**src/source/frc_pkg.sv**
```systemverilog
// Shared definitions for the free-running timer channel
// Register offsets on paddr[4:2], widths, reset values and the control byte
// Import inside a module body, or use scoped names in a port list

package frc_pkg;

  // --------------------------------------------------
  // Register word offsets
  // --------------------------------------------------
  localparam logic [2:0] ADDR_LOAD    = 3'd0;
  localparam logic [2:0] ADDR_VALUE   = 3'd1;
  localparam logic [2:0] ADDR_CONTROL = 3'd2;
  localparam logic [2:0] ADDR_CLEAR   = 3'd3;
  localparam logic [2:0] ADDR_RIS     = 3'd4;
  localparam logic [2:0] ADDR_MIS     = 3'd5;
  localparam logic [2:0] ADDR_BGLOAD  = 3'd6;

  // Counter, half-word and prescaler widths
  localparam int COUNT_W    = 32;
  localparam int HALF_W     = 16;
  localparam int PRESCALE_W = 8;

  // Interrupt enable set, everything else clear
  localparam logic [7:0] CTRL_RESET = 8'h20;
  // All ones so no interrupt fires straight out of reset
  localparam logic [COUNT_W-1:0] COUNT_RESET = '1;

  // Control byte seen as named fields
  typedef struct packed {
    logic       timer_en;
    logic       timer_mode;
    logic       int_enable;
    logic       rsvd;
    logic [1:0] prescale;
    logic       timer_size;
    logic       one_shot;
  } frc_ctrl_s;

  // Control byte seen as the raw bus byte or as fields
  typedef union packed {
    logic [7:0] raw;
    frc_ctrl_s  f;
  } frc_ctrl_u;

endpackage

```
**src/source/frc_cfg_if.sv**
```systemverilog
// Configuration link from the register stage to the timer stages
// Carries the decoded control fields, the load values and the load strobe
// The register stage drives it, the other stages read their own subset

interface frc_cfg_if;
  import frc_pkg::*;

  // Control fields
  logic               timer_en;
  logic               timer_mode;
  logic               int_enable;
  logic [1:0]         prescale;
  logic               timer_size;
  logic               one_shot;

  // One-cycle pulse after a load write
  logic               load_strobe;
  // Value applied on the next load
  logic [COUNT_W-1:0] load_val;
  // Reload value on periodic wrap
  logic [COUNT_W-1:0] load_period;

  modport regs (
    output timer_en, timer_mode, int_enable, prescale, timer_size, one_shot,
    output load_strobe, load_val, load_period
  );

  modport prescaler (input timer_en, prescale, load_strobe);

  modport counter (
    input timer_en, timer_mode, timer_size, one_shot, load_val, load_period
  );

  modport irq (input int_enable);

endinterface

```
**src/source/frc_apb_regs.sv**
```systemverilog
// APB register stage of the timer channel
// Decodes setup-phase writes into control, load and period registers,
// pulses the load and clear strobes and muxes the read data

module frc_apb_regs (
  input  logic                       PCLK,
  input  logic                       PRESETn,
  input  logic                       psel,
  input  logic                       penable,
  input  logic                       pwrite,
  input  logic [4:2]                 paddr,
  input  logic [frc_pkg::COUNT_W-1:0] pwdata,
  input  logic [frc_pkg::COUNT_W-1:0] count_read,
  input  logic                       raw_int,
  input  logic                       masked_int,
  output logic [frc_pkg::COUNT_W-1:0] prdata,
  output logic                       clr_strobe,
  frc_cfg_if.regs                    cfg
);
  import frc_pkg::*;

  logic               wr_setup;
  logic               ctrl_wr;
  logic               load_wr;
  logic               bgload_wr;
  logic               clr_wr;
  frc_ctrl_u          ctrl_q;
  frc_ctrl_u          ctrl_wdata;
  logic [COUNT_W-1:0] load_val_q;
  logic [COUNT_W-1:0] load_period_q;
  logic               load_strobe_q;

  // --------------------------------------------------
  // Write decode
  // --------------------------------------------------
  // Writes are taken in the setup phase
  assign wr_setup  = psel & pwrite & ~penable;
  assign ctrl_wr   = wr_setup & (paddr == ADDR_CONTROL);
  assign load_wr   = wr_setup & (paddr == ADDR_LOAD);
  assign bgload_wr = wr_setup & (paddr == ADDR_BGLOAD);
  assign clr_wr    = wr_setup & (paddr == ADDR_CLEAR);

  // Bit 4 is not implemented
  always_comb
  begin
    ctrl_wdata.raw    = pwdata[7:0];
    ctrl_wdata.f.rsvd = 1'b0;
  end

  // --------------------------------------------------
  // Registers
  // --------------------------------------------------
  always_ff @(posedge PCLK)
  begin
    if (!PRESETn)
    begin
      ctrl_q.raw    <= CTRL_RESET;
      load_period_q <= '0;
      load_strobe_q <= 1'b0;
      clr_strobe    <= 1'b0;
    end
    else
    begin
      if (ctrl_wr)
        ctrl_q <= ctrl_wdata;
      // Both load kinds set the next wrap value
      if (load_wr | bgload_wr)
        load_period_q <= pwdata;
      load_strobe_q <= load_wr;
      clr_strobe    <= clr_wr;
    end
  end

  // Only a direct load replaces the count
  always_ff @(posedge PCLK)
  begin
    if (load_wr)
      load_val_q <= pwdata;
  end

  // Fields out to the timer stages
  assign cfg.timer_en    = ctrl_q.f.timer_en;
  assign cfg.timer_mode  = ctrl_q.f.timer_mode;
  assign cfg.int_enable  = ctrl_q.f.int_enable;
  assign cfg.prescale    = ctrl_q.f.prescale;
  assign cfg.timer_size  = ctrl_q.f.timer_size;
  assign cfg.one_shot    = ctrl_q.f.one_shot;
  assign cfg.load_strobe = load_strobe_q;
  assign cfg.load_val    = load_val_q;
  assign cfg.load_period = load_period_q;

  // --------------------------------------------------
  // Read mux
  // --------------------------------------------------
  // Zero when not selected for a read
  always_comb
  begin
    prdata = '0;
    if (psel & ~pwrite)
    begin
      case (paddr)
        // Load and background load both return the period
        ADDR_LOAD:    prdata = load_period_q;
        ADDR_BGLOAD:  prdata = load_period_q;
        ADDR_VALUE:   prdata = count_read;
        ADDR_CONTROL: prdata[7:0] = ctrl_q.raw;
        ADDR_RIS:     prdata[0] = raw_int;
        ADDR_MIS:     prdata[0] = masked_int;
        default:      prdata = '0;
      endcase
    end
  end

endmodule

```
**src/source/frc_counter.sv**
```systemverilog
// Down-counter of the timer channel, 16 or 32 bits
// Two half-words with registered carries, periodic reload and one-shot stop
// Steps on count_tick, loads on load_go

module frc_counter (
  input  logic                        PCLK,
  input  logic                        PRESETn,
  input  logic                        load_go,
  input  logic                        count_tick,
  input  logic                        load_pending,
  frc_cfg_if.counter                  cfg,
  output logic                        carry_msb,
  output logic [frc_pkg::COUNT_W-1:0] count_read
);
  import frc_pkg::*;

  logic [COUNT_W-1:0] count_q;
  logic [COUNT_W-1:0] count_nxt;
  logic [COUNT_W-1:0] reload_val;
  logic [1:0]         carry_q;
  logic [HALF_W-1:0]  low_dec;
  logic [HALF_W-1:0]  high_dec;
  logic [HALF_W-1:0]  high_src;
  logic               carry0_nxt;
  logic               carry1_nxt;
  logic               reload;
  logic               stop_q;
  logic               stop_now;
  logic               update;

  // Carry of the active size marks count zero
  assign carry_msb = cfg.timer_size ? carry_q[1] : carry_q[0];

  // Reload on a load, or on wrap in periodic mode
  assign reload     = load_go | (carry_msb & cfg.timer_mode);
  assign reload_val = load_go ? cfg.load_val : cfg.load_period;

  // --------------------------------------------------
  // One-shot stop
  // --------------------------------------------------
  // Released by a new load or by leaving one-shot mode
  always_comb
  begin
    if (load_go | ~cfg.one_shot)
      stop_now = 1'b0;
    else if (carry_msb)
      stop_now = 1'b1;
    else
      stop_now = stop_q;
  end

  assign update = (count_tick & cfg.timer_en & ~stop_now) | load_go;

  // --------------------------------------------------
  // Next count and carries
  // --------------------------------------------------
  assign low_dec = count_q[HALF_W-1:0] - 1'b1;

  // Upper half steps only in 32-bit mode, when the lower half wraps
  assign high_dec = (cfg.timer_size & carry_q[0]) ?
                    count_q[COUNT_W-1:HALF_W] - 1'b1 : count_q[COUNT_W-1:HALF_W];

  assign carry0_nxt = reload ? (reload_val[HALF_W-1:0] == '0) :
                               (count_q[HALF_W-1:0] == 16'h0001);

  assign high_src = reload ? reload_val[COUNT_W-1:HALF_W] : count_q[COUNT_W-1:HALF_W];

  // Upper carry follows the lower one in 16-bit mode so a size change is quiet
  always_comb
  begin
    if (~cfg.timer_size)
      carry1_nxt = carry0_nxt;
    else
      carry1_nxt = carry0_nxt & ~carry_msb & (high_src == '0);
  end

  // Load first, then periodic reload, then decrement
  always_comb
  begin
    if (load_go)
      count_nxt = cfg.load_val;
    else if (carry_msb & cfg.timer_mode)
      count_nxt = cfg.load_period;
    else
      count_nxt = {high_dec, low_dec};
  end

  always_ff @(posedge PCLK)
  begin
    if (!PRESETn)
    begin
      count_q <= COUNT_RESET;
      carry_q <= 2'b00;
      stop_q  <= 1'b0;
    end
    else
    begin
      stop_q <= stop_now;
      if (update)
      begin
        count_q <= count_nxt;
        carry_q <= {carry1_nxt, carry0_nxt};
      end
    end
  end

  // Show the new value as soon as a load is requested
  assign count_read = load_pending ? cfg.load_val : count_q;

endmodule

```
**src/source/frc_irq.sv**
```systemverilog
// Interrupt stage of the timer channel
// Raw interrupt set at count zero, clear held until the counter leaves zero

module frc_irq (
  input  logic    PCLK,
  input  logic    PRESETn,
  input  logic    timclken,
  input  logic    carry_msb,
  input  logic    clr_strobe,
  frc_cfg_if.irq  cfg,
  output logic    raw_int,
  output logic    masked_int
);

  logic raw_q;
  logic clr_q;
  logic clr_now;

  // Clear active from the strobe cycle onwards
  assign clr_now = clr_strobe | clr_q;

  always_ff @(posedge PCLK)
  begin
    if (!PRESETn)
    begin
      raw_q <= 1'b0;
      clr_q <= 1'b0;
    end
    else
    begin
      // One zero event gives one interrupt
      if (clr_strobe)
        clr_q <= 1'b1;
      else if (timclken & ~carry_msb)
        clr_q <= 1'b0;
      if (timclken)
        raw_q <= (carry_msb | raw_q) & ~clr_now;
    end
  end

  // Readback shows the clear at once
  assign raw_int    = raw_q & ~clr_now;
  assign masked_int = raw_int & cfg.int_enable;

endmodule

```
**src/source/frc_prescaler.sv**
```systemverilog
// Clock-enable stage of the timer channel
// Holds the pending load and the prescale counter, issues load and count strobes

module frc_prescaler (
  input  logic           PCLK,
  input  logic           PRESETn,
  input  logic           timclken,
  frc_cfg_if.prescaler   cfg,
  output logic           load_go,
  output logic           count_tick,
  output logic           load_pending
);
  import frc_pkg::*;

  logic [PRESCALE_W-1:0] pre_cnt;
  logic                  div_term;

  // Load waits for the next enabled edge
  assign load_go = load_pending & timclken;

  always_ff @(posedge PCLK)
  begin
    if (!PRESETn)
    begin
      load_pending <= 1'b0;
      pre_cnt      <= '0;
    end
    else
    begin
      // New request wins over the one being applied
      if (cfg.load_strobe)
        load_pending <= 1'b1;
      else if (timclken)
        load_pending <= 1'b0;
      // Restart the divider so the first period is full length
      if (load_go)
        pre_cnt <= '0;
      else if (timclken & cfg.timer_en)
        pre_cnt <= pre_cnt - 1'b1;
    end
  end

  // Divider select, 2'b11 behaves as divide by 1
  always_comb
  begin
    case (cfg.prescale)
      2'b01:   div_term = (pre_cnt[3:0] == 4'h1);
      2'b10:   div_term = (pre_cnt == 8'h01);
      default: div_term = 1'b1;
    endcase
  end

  assign count_tick = timclken & cfg.timer_en & div_term;

endmodule

```
**src/source/frc_timer.sv**
```systemverilog
// Top level of the single-channel free-running timer
// APB-style register port, counter clocked on PCLK and stepped by timclken
// Instances and wiring only

module frc_timer (
  input  logic                        PCLK,
  input  logic                        PRESETn,
  input  logic                        psel,
  input  logic                        penable,
  input  logic                        pwrite,
  input  logic [4:2]                  paddr,
  input  logic [frc_pkg::COUNT_W-1:0] pwdata,
  input  logic                        timclken,
  output logic [frc_pkg::COUNT_W-1:0] prdata,
  output logic                        frc_int
);
  import frc_pkg::*;

  // Stage links
  logic               load_go;
  logic               count_tick;
  logic               load_pending;
  logic               carry_msb;
  logic [COUNT_W-1:0] count_read;
  logic               clr_strobe;
  logic               raw_int;

  frc_cfg_if cfg ();

  frc_apb_regs i_regs (
    .PCLK       (PCLK),
    .PRESETn    (PRESETn),
    .psel       (psel),
    .penable    (penable),
    .pwrite     (pwrite),
    .paddr      (paddr),
    .pwdata     (pwdata),
    .count_read (count_read),
    .raw_int    (raw_int),
    .masked_int (frc_int),
    .prdata     (prdata),
    .clr_strobe (clr_strobe),
    .cfg        (cfg.regs)
  );

  frc_prescaler i_prescaler (
    .PCLK         (PCLK),
    .PRESETn      (PRESETn),
    .timclken     (timclken),
    .cfg          (cfg.prescaler),
    .load_go      (load_go),
    .count_tick   (count_tick),
    .load_pending (load_pending)
  );

  frc_counter i_counter (
    .PCLK         (PCLK),
    .PRESETn      (PRESETn),
    .load_go      (load_go),
    .count_tick   (count_tick),
    .load_pending (load_pending),
    .cfg          (cfg.counter),
    .carry_msb    (carry_msb),
    .count_read   (count_read)
  );

  // Masked interrupt is the channel output
  frc_irq i_irq (
    .PCLK       (PCLK),
    .PRESETn    (PRESETn),
    .timclken   (timclken),
    .carry_msb  (carry_msb),
    .clr_strobe (clr_strobe),
    .cfg        (cfg.irq),
    .raw_int    (raw_int),
    .masked_int (frc_int)
  );

endmodule
```
**config.mk**
```make
export PLATFORM = sky130hd
export DESIGN_NAME = frc_timer
export DESIGN_NICKNAME = d
export VERILOG_FILES = /design/src/source/frc_pkg.sv /design/src/source/frc_cfg_if.sv /design/src/source/frc_apb_regs.sv /design/src/source/frc_counter.sv /design/src/source/frc_irq.sv /design/src/source/frc_prescaler.sv /design/src/source/frc_timer.sv
export SDC_FILE = /design/constraint.sdc
export NUM_CORES = 1
export LEC_CHECK = 0
export BUFFER_PORTS_ARGS = -buffer_cell sky130_fd_sc_hd__buf_4
export CAP_MARGIN = 20
export CORE_MARGIN = 2
export CORE_UTILIZATION = 43
export DETAILED_ROUTE_END_ITERATION = 6
export PLACE_DENSITY_LB_ADDON = 0.15
export SLEW_MARGIN = 15
export SYNTH_ARGS = -nofsm -noshare
export SYNTH_HDL_FRONTEND = slang
export SYNTH_SLANG_ARGS = --single-unit
```
**constraint.sdc**
```tcl
create_clock -name PCLK -period 5.3 [get_ports PCLK]
set_input_delay 0.53 -clock PCLK [delete_from_list [all_inputs] [get_ports PCLK]]
set_output_delay 0.53 -clock PCLK [all_outputs]
set_load 0.02 [all_outputs]
```
==> results of run 1 <==
[layout by cell type, fill, tap and decap left out, types with 6 or more instances in the layout]
| cell | n |
|---|---|
| a21oi_1 | 53 |
| a221oi_1 | 6 |
| a222oi_1 | 6 |
| a22oi_1 | 27 |
| buf_4 | 84 |
| clkbuf_16 | 17 |
| dfxtp_1 | 87 |
| edfxtp_1 | 32 |
| ha_1 | 7 |
| inv_1 | 18 |
| mux2_2 | 25 |
| mux2i_1 | 11 |
| nand2_1 | 133 |
| nand3_1 | 15 |
| nand4_1 | 13 |
| nor2_1 | 80 |
| nor3_1 | 19 |
| nor4_1 | 16 |
| o211ai_1 | 8 |
| o21ai_0 | 23 |
| or3_1 | 8 |
| xnor2_1 | 12 |
| xor2_1 | 6 |
[critical path: cells and delay by family (launching register included)]
kind                   cells  cell delay, ns
AO/OA/AOI/OAI              1            0.37
buffers and inverters      2            0.63
flip-flops                 1            0.98
multiplexers               1            0.38
AND/OR/NAND/NOR            1            0.08
[cell families (layout without fill, tap and decap cells)]
| kind of cell | count (synthesis) | in the layout | share of synthesized area (%) |
|---|---|---|---|
| AO/OA/AOI/OAI | 184 | 184 | 20.4 |
| XOR/XNOR | 18 | 18 | 2.46 |
| adder cells (fa/ha/maj) | 7 | 7 | 1.37 |
| buffers and inverters | 74 | 135 | 4.56 |
| flip-flops | 119 | 119 | 42.1 |
| multiplexers | 37 | 37 | 6.34 |
| AND/OR/NAND/NOR | 319 | 319 | 22.8 |
[state kept, by name (all words and copies together), names as in the netlist]
name and flops:
i_counter.count_q 32, i_regs.cfg.load_period 32, i_regs.cfg.load_val 32, i_prescaler.pre_cnt 8
i_regs.ctrl_q 7, i_counter.carry_q 2, i_counter.stop_q 1, i_irq.clr_q 1
i_irq.raw_q 1, i_prescaler.load_pending 1, i_regs.cfg.load_strobe 1, i_regs.clr_strobe 1
[Yosys cell counts, types with 3 or more instances]
cell,instances,area (um2)
a211oi_1,4,30.0
a21oi_1,53,265
a221o_1,4,40.0
a221oi_1,6,52.6
a222oi_1,6,60.1
a22oi_1,27,203
a31oi_1,4,25.0
and3_1,4,25.0
and3b_1,3,26.3
buf_2,3,15.0
clkbuf_1,48,180
dfxtp_1,87,1740
edfxtp_1,32,961
ha_1,7,87.6
inv_1,18,67.6
mux2_2,25,282
mux2i_1,11,110
nand2_1,133,499
nand3_1,15,75.1
nand4_1,13,81.3
nor2_1,81,304
nor3_1,21,105
nor3b_1,4,30.0
nor4_1,17,106
o2111ai_1,5,43.8
o211ai_1,8,60.1
o21a_1,4,30.0
o21ai_0,23,115
o221ai_1,5,43.8
o311a_1,4,40.0
o311ai_0,5,43.8
or3_1,8,50.1
or4_1,3,22.5
xnor2_1,12,105
xor2_1,6,52.6
[power breakdown]
group	internal [mW]	switching, mW
clock	0.846	0.416
combinational	0.0450	0.0717
sequential	0.943	0.0104
total	1.83	0.498
[routing by layer]
layer,routed length (um),vias to the layer above
li1,-,2883
met1,8860,2942
met2,9190,249
met3,1310,27
met4,329,0
met5,0,-
[cell type report]
| class | instances | area [um2] |
|---|---|---|
| Clock buffer | 24 | 502 |
| Clock inverter | 8 | 141 |
| Fill cell | 1387 | 6810 |
| Inverter | 19 | 71.3 |
| Multi-Input combinational cell | 565 | 3440 |
| Sequential cell | 119 | 2700 |
| Tap cell | 184 | 230 |
| Timing Repair Buffer | 84 | 631 |
[how the worst max path moves through the flow]
stage	to	slack (ns)
3_5_place_dp	i_counter.count_q[27]	2.39
3_3_place_gp	i_counter.count_q[27]	2.49
6_report	prdata[5]	1.89
2_1_floorplan	i_regs.cfg.load_val[0]	0.87
4_1_cts	prdata[5]	1.95
5_1_grt	prdata[5]	1.73
==> impl_metrics.csv, run 1 <==
group,metric,value,unit
outcome,outcome,"finished, final reports clean",
worst_setup_path,crit_type,"reg -> out",
layout,drive_above_1_share,19.0,%
worst_setup_path,cp_max_fo,24,
clocking,cts_num_sinks,119,
grt,grt_first_pass_wirelength,31900,um
detailed_routing,vias,6101,
yosys,ys.warnings.count,0,
worst_setup_path,startpoint,"i_prescaler.load_pending",
layout,syn2layout_area_growth,20.4,%
min_path,hold_path_depth,1,
layout,layoutNonFillerInstCount,1003,
worst_setup_path,max_stage_delay,0.98,ns
grt,grt-busiest-layer,"met2",
min_path,hold_path_class,"in -> reg",
place,place_ws,2.39,ns
grt,grt_usage,25.1,%
place,io_buffers,73,
yosys,syn_nets,806,
yosys,synth_edf_count,32,
sta,relSlewSlack,32.8,%
sta,holdWs,0.289,ns
sta,setup_violations,0,
worst_setup_path,end_kind,"output pin",
clocking,tritoncts.num_buffers,17,
grt,met1_usage,33.6,%
sta,fin_crit_sh,64.3,%
yosys,syn_area,6410,um2
grt,grtUsageMet2,40.2,%
detailed_routing,post_drt_wl_per_cell,19.6,um
die,dieArea,15900,um2
clocking,clockBufferDepth,2,
yosys,ys_types,71,
yosys,synth_cells,758,
sta,fin_ws,1.89,ns
detailed_routing,vias_per_cell,6.08,
clocking,post_cts_resized,0,
yosys,ys_ff_latch,119,
clocking,path_clk_slew,0.06,ns
sta,skew,0.00719,ns
worst_setup_path,cpMostUsedCell,"buf_4",
power_and_ir_drop,pwr_density_cell,302,nW/um2
sta,timing.fmax,294,MHz
layout,n_antenna_cell,0,
layout,nNetsFinal,854,
clocking,cts_tree,"built",
die,io_pins,74,
grt,use_met3,6.37,%
die,initial_core_util,44.1,%
clocking,cts_hold_buf,0,
detailed_routing,drtPass1Iterations,5,
worst_setup_path,start_kind,"flop",
die,die_y,126,um
grt,grt_overflow_total,0,
worst_setup_path,critPathArrivalTime,2.88,ns
place,dp_hpwl,12800,um
layout,fin_area,7720,um2
sta,post-route-min-period,3.41,ns
grt,antenna_found_initial,0,
clocking,postCtsSetupBuffers,0,
worst_setup_path,crit_slowest_cell,"dfxtp_1",
worst_setup_path,r2r_start,"i_prescaler.load_pending",
yosys,syn_area_per_cell,8.46,um2
power_and_ir_drop,peakVddDrop,246,uV
grt,grt_max_degree,41,
die,core_area,14500,um2
sta,slew_viol_final,0,
worst_setup_path,r2r_cells,5,
layout,finish.utilization,53.1,%
min_path,min_to,"i_regs.cfg.load_val[20]",
sta,rsz0062_at_grt,"false",
grt,grt_pass1_vias,5970,
place,gp_congestion,0.889,
detailed_routing,routed_wl,19700,um
power_and_ir_drop,p_total,2.33,mW
yosys,seq_area_frac_synth,42.1,%
detailed_routing,ant_nets,0,
worst_setup_path,rrSetupSlack,2.23,ns
die,die_w,126,um
worst_setup_path,r2r-end,"i_counter.count_q[27]",
place,dp_cells,971,
min_path,worstHoldStart,"pwdata[20]",
sta,hold_viol,0,
worst_setup_path,path_cells,"buf_4 -> mux2_2 -> a222oi_1 -> nor2_1 -> buf_4",
worst_setup_path,required,4.77,ns
detailed_routing,detail_route.iter0.violations,539,
yosys,synthArstFlopShare,0,%
yosys,synth_top_flop_cell,"dfxtp_1",
flow_run,cap_viol_max_count,0,
sta,setup_tns,0,ns
die,row_count,44,
place,place_area,7080,um2
power_and_ir_drop,p_leak,2.72,nW
sta,tightestPinTransition,1.01,ns
clocking,clockRootBuffer,"clkbuf_16",
detailed_routing,drcViolationCount,0,
clocking,h-tree-depth,4,
clocking,clk_latency,0.42,ns
Note: power is estimated with default switching activity, not from simulation.
==> run 2: changes to the inputs <==
==> constraint.sdc (replaced) <==
create_clock -name PCLK -period 3.5 [get_ports PCLK]
set_input_delay 0.35 -clock PCLK [delete_from_list [all_inputs] [get_ports PCLK]]
set_output_delay 0.35 -clock PCLK [all_outputs]
set_load 0.02 [all_outputs]
==> impl_metrics.csv, run 2 (same netlist as run 1, synthesis figures left out) <==
group,metric,value,unit
sta,tightestPinTransition,0.913,ns
clocking,cts_num_sinks,119,
clocking,clk_latency,0.43,ns
sta,slew_viol_final,0,
die,row_count,44,
worst_setup_path,crit_type,"reg -> reg",
worst_setup_path,startpoint,"i_regs.ctrl_q[2]",
layout,final_cell_mix,"nand2_1, buf_4, dfxtp_1, nor2_1, a21oi_1",
worst_setup_path,cp_max_fo,14,
power_and_ir_drop,pwr_density_cell,444,nW/um2
place,gp_congestion,0.905,
place,place_ws,0.944,ns
grt,grt_pass1_vias,5939,
sta,fin_ws,0.930,ns
grt,grt_overflow_total,0,
outcome,outcome,"finished, final reports clean",
die,die_y,126,um
worst_setup_path,r2r_cells,7,
layout,nNetsFinal,863,
detailed_routing,drcViolationCount,0,
clocking,cts_hold_buf,0,
worst_setup_path,r2r_start,"i_regs.ctrl_q[2]",
detailed_routing,vias,6067,
die,die_w,126,um
clocking,postCtsSetupBuffers,0,
grt,grtUsageMet2,41.0,%
clocking,h-tree-depth,4,
grt,met1_usage,32.6,%
worst_setup_path,rrSetupSlack,0.93,ns
detailed_routing,detail_route.iter0.violations,609,
clocking,post_cts_resized,0,
clocking,clockBufferDepth,2,
detailed_routing,drtPass1Iterations,6,
sta,fin_crit_sh,73.4,%
sta,hold_viol,0,
sta,skew,0.0101,ns
grt,grt_first_pass_wirelength,31500,um
min_path,hold_path_depth,1,
grt,grt-busiest-layer,"met2",
detailed_routing,vias_per_cell,6.00,
layout,syn2layout_area_growth,20.9,%
grt,antenna_found_initial,0,
worst_setup_path,required,3.82,ns
detailed_routing,post_drt_wl_per_cell,19.3,um
worst_setup_path,path_cells,"inv_1 -> ha_1 -> nor4bb_1 -> a211oi_2 -> o21a_1 -> a211oi_1 -> a2111o_1",
grt,use_met3,6.20,%
worst_setup_path,critPathArrivalTime,2.89,ns
layout,finish.utilization,53.4,%
sta,post-route-min-period,2.57,ns
layout,drive_above_1_share,19.6,%
power_and_ir_drop,peakVddDrop,362,uV
min_path,hold_path_class,"in -> reg",
worst_setup_path,crit_slowest_cell,"o21a_1",
min_path,min_to,"i_regs.cfg.load_val[8]",
die,io_pins,74,
min_path,worstHoldStart,"pwdata[8]",
worst_setup_path,start_kind,"flop",
sta,rsz0062_at_grt,"false",
place,io_buffers,73,
sta,setup_violations,0,
power_and_ir_drop,p_leak,2.75,nW
clocking,clockRootBuffer,"clkbuf_16",
worst_setup_path,end_kind,"flop",
sta,timing.fmax,389,MHz
sta,setup_tns,0,ns
die,initial_core_util,44.1,%
power_and_ir_drop,p_total,3.44,mW
place,dp_hpwl,13400,um
flow_run,cap_viol_max_count,0,
clocking,path_clk_slew,0.05,ns
layout,n_antenna_cell,0,
worst_setup_path,r2r-end,"i_counter.count_q[10]",
grt,grt_max_degree,48,
die,dieArea,15900,um2
clocking,cts_tree,"built",
detailed_routing,ant_nets,0,
sta,relSlewSlack,38.9,%
worst_setup_path,max_stage_delay,0.61,ns
grt,grt_usage,25.0,%
layout,final_common_cell,"nand2_1",
clocking,tritoncts.num_buffers,17,
detailed_routing,routed_wl,19500,um
die,core_area,14500,um2
[run 2: cell types whose count changed in the layout (fill, tap and decap cells not counted)]
cell      previous run  this run
clkinv_1             2         1
nor4_2               1         0
nand2b_1             1         2
nand2b_2             1         0
nor3_1              19        20
clkbuf_8             5         1
nor3_2               3         2
nor4_4               0         1
buf_4               84        93
clkinv_2             2         5
clkbuf_1             2         4
[run 2: worst max-delay path by stage]
stage | to | depth (start not counted)
4_1_cts | prdata[3] | 5
3_5_place_dp | prdata[1] | 7
6_report | i_counter.count_q[10] | 7
3_3_place_gp | i_counter.count_q[18] | 5
5_1_grt | i_counter.count_q[23] | 5
2_1_floorplan | i_regs.cfg.load_val[0] | 2
[run 2: power by group]
part           total (mW)  internal [mW]  switching [mW]
combinational       0.181         0.0702           0.111
sequential           1.44           1.43          0.0159
clock                1.82           1.20           0.617
[run 2: critical path, delay by kind of cell (launching register included)]
kind | cells | cell delay, ns
AO/OA/AOI/OAI | 4 | 1.67
flip-flops | 1 | 0.38
adder cells (fa/ha/maj) | 1 | 0.19
AND/OR/NAND/NOR | 1 | 0.15
buffers and inverters | 1 | 0.06
[run 2: routing by layer]
layer,share of wire (%),wire length (um)
met1,45,8830
met2,47,9280
met3,6.3,1230
met4,0.99,194
met5,0,0
[run 2: cell type report]
| cell class | count | area (um2) |
|---|---|---|
| Tap cell | 184 | 230 |
| Multi-Input combinational cell | 565 | 3450 |
| Clock inverter | 10 | 153 |
| Timing Repair Buffer | 93 | 698 |
| Sequential cell | 119 | 2700 |
| Fill cell | 1410 | 6780 |
| Clock buffer | 22 | 454 |
| Inverter | 19 | 71.3 |
[run 2: through the flow]
step / cell area, um2 / instances / hold WS [ns]
after global routing: 7750 / 1012 / 0.0932
after CTS: 7750 / 1012 / 0.0880
after floorplan: 6420 / 758 / 0.413
final: 7750 / 1012 / 0.105
after detailed placement: 7150 / 980 / 0.435
after global placement: 7150 / 980 / 0.430
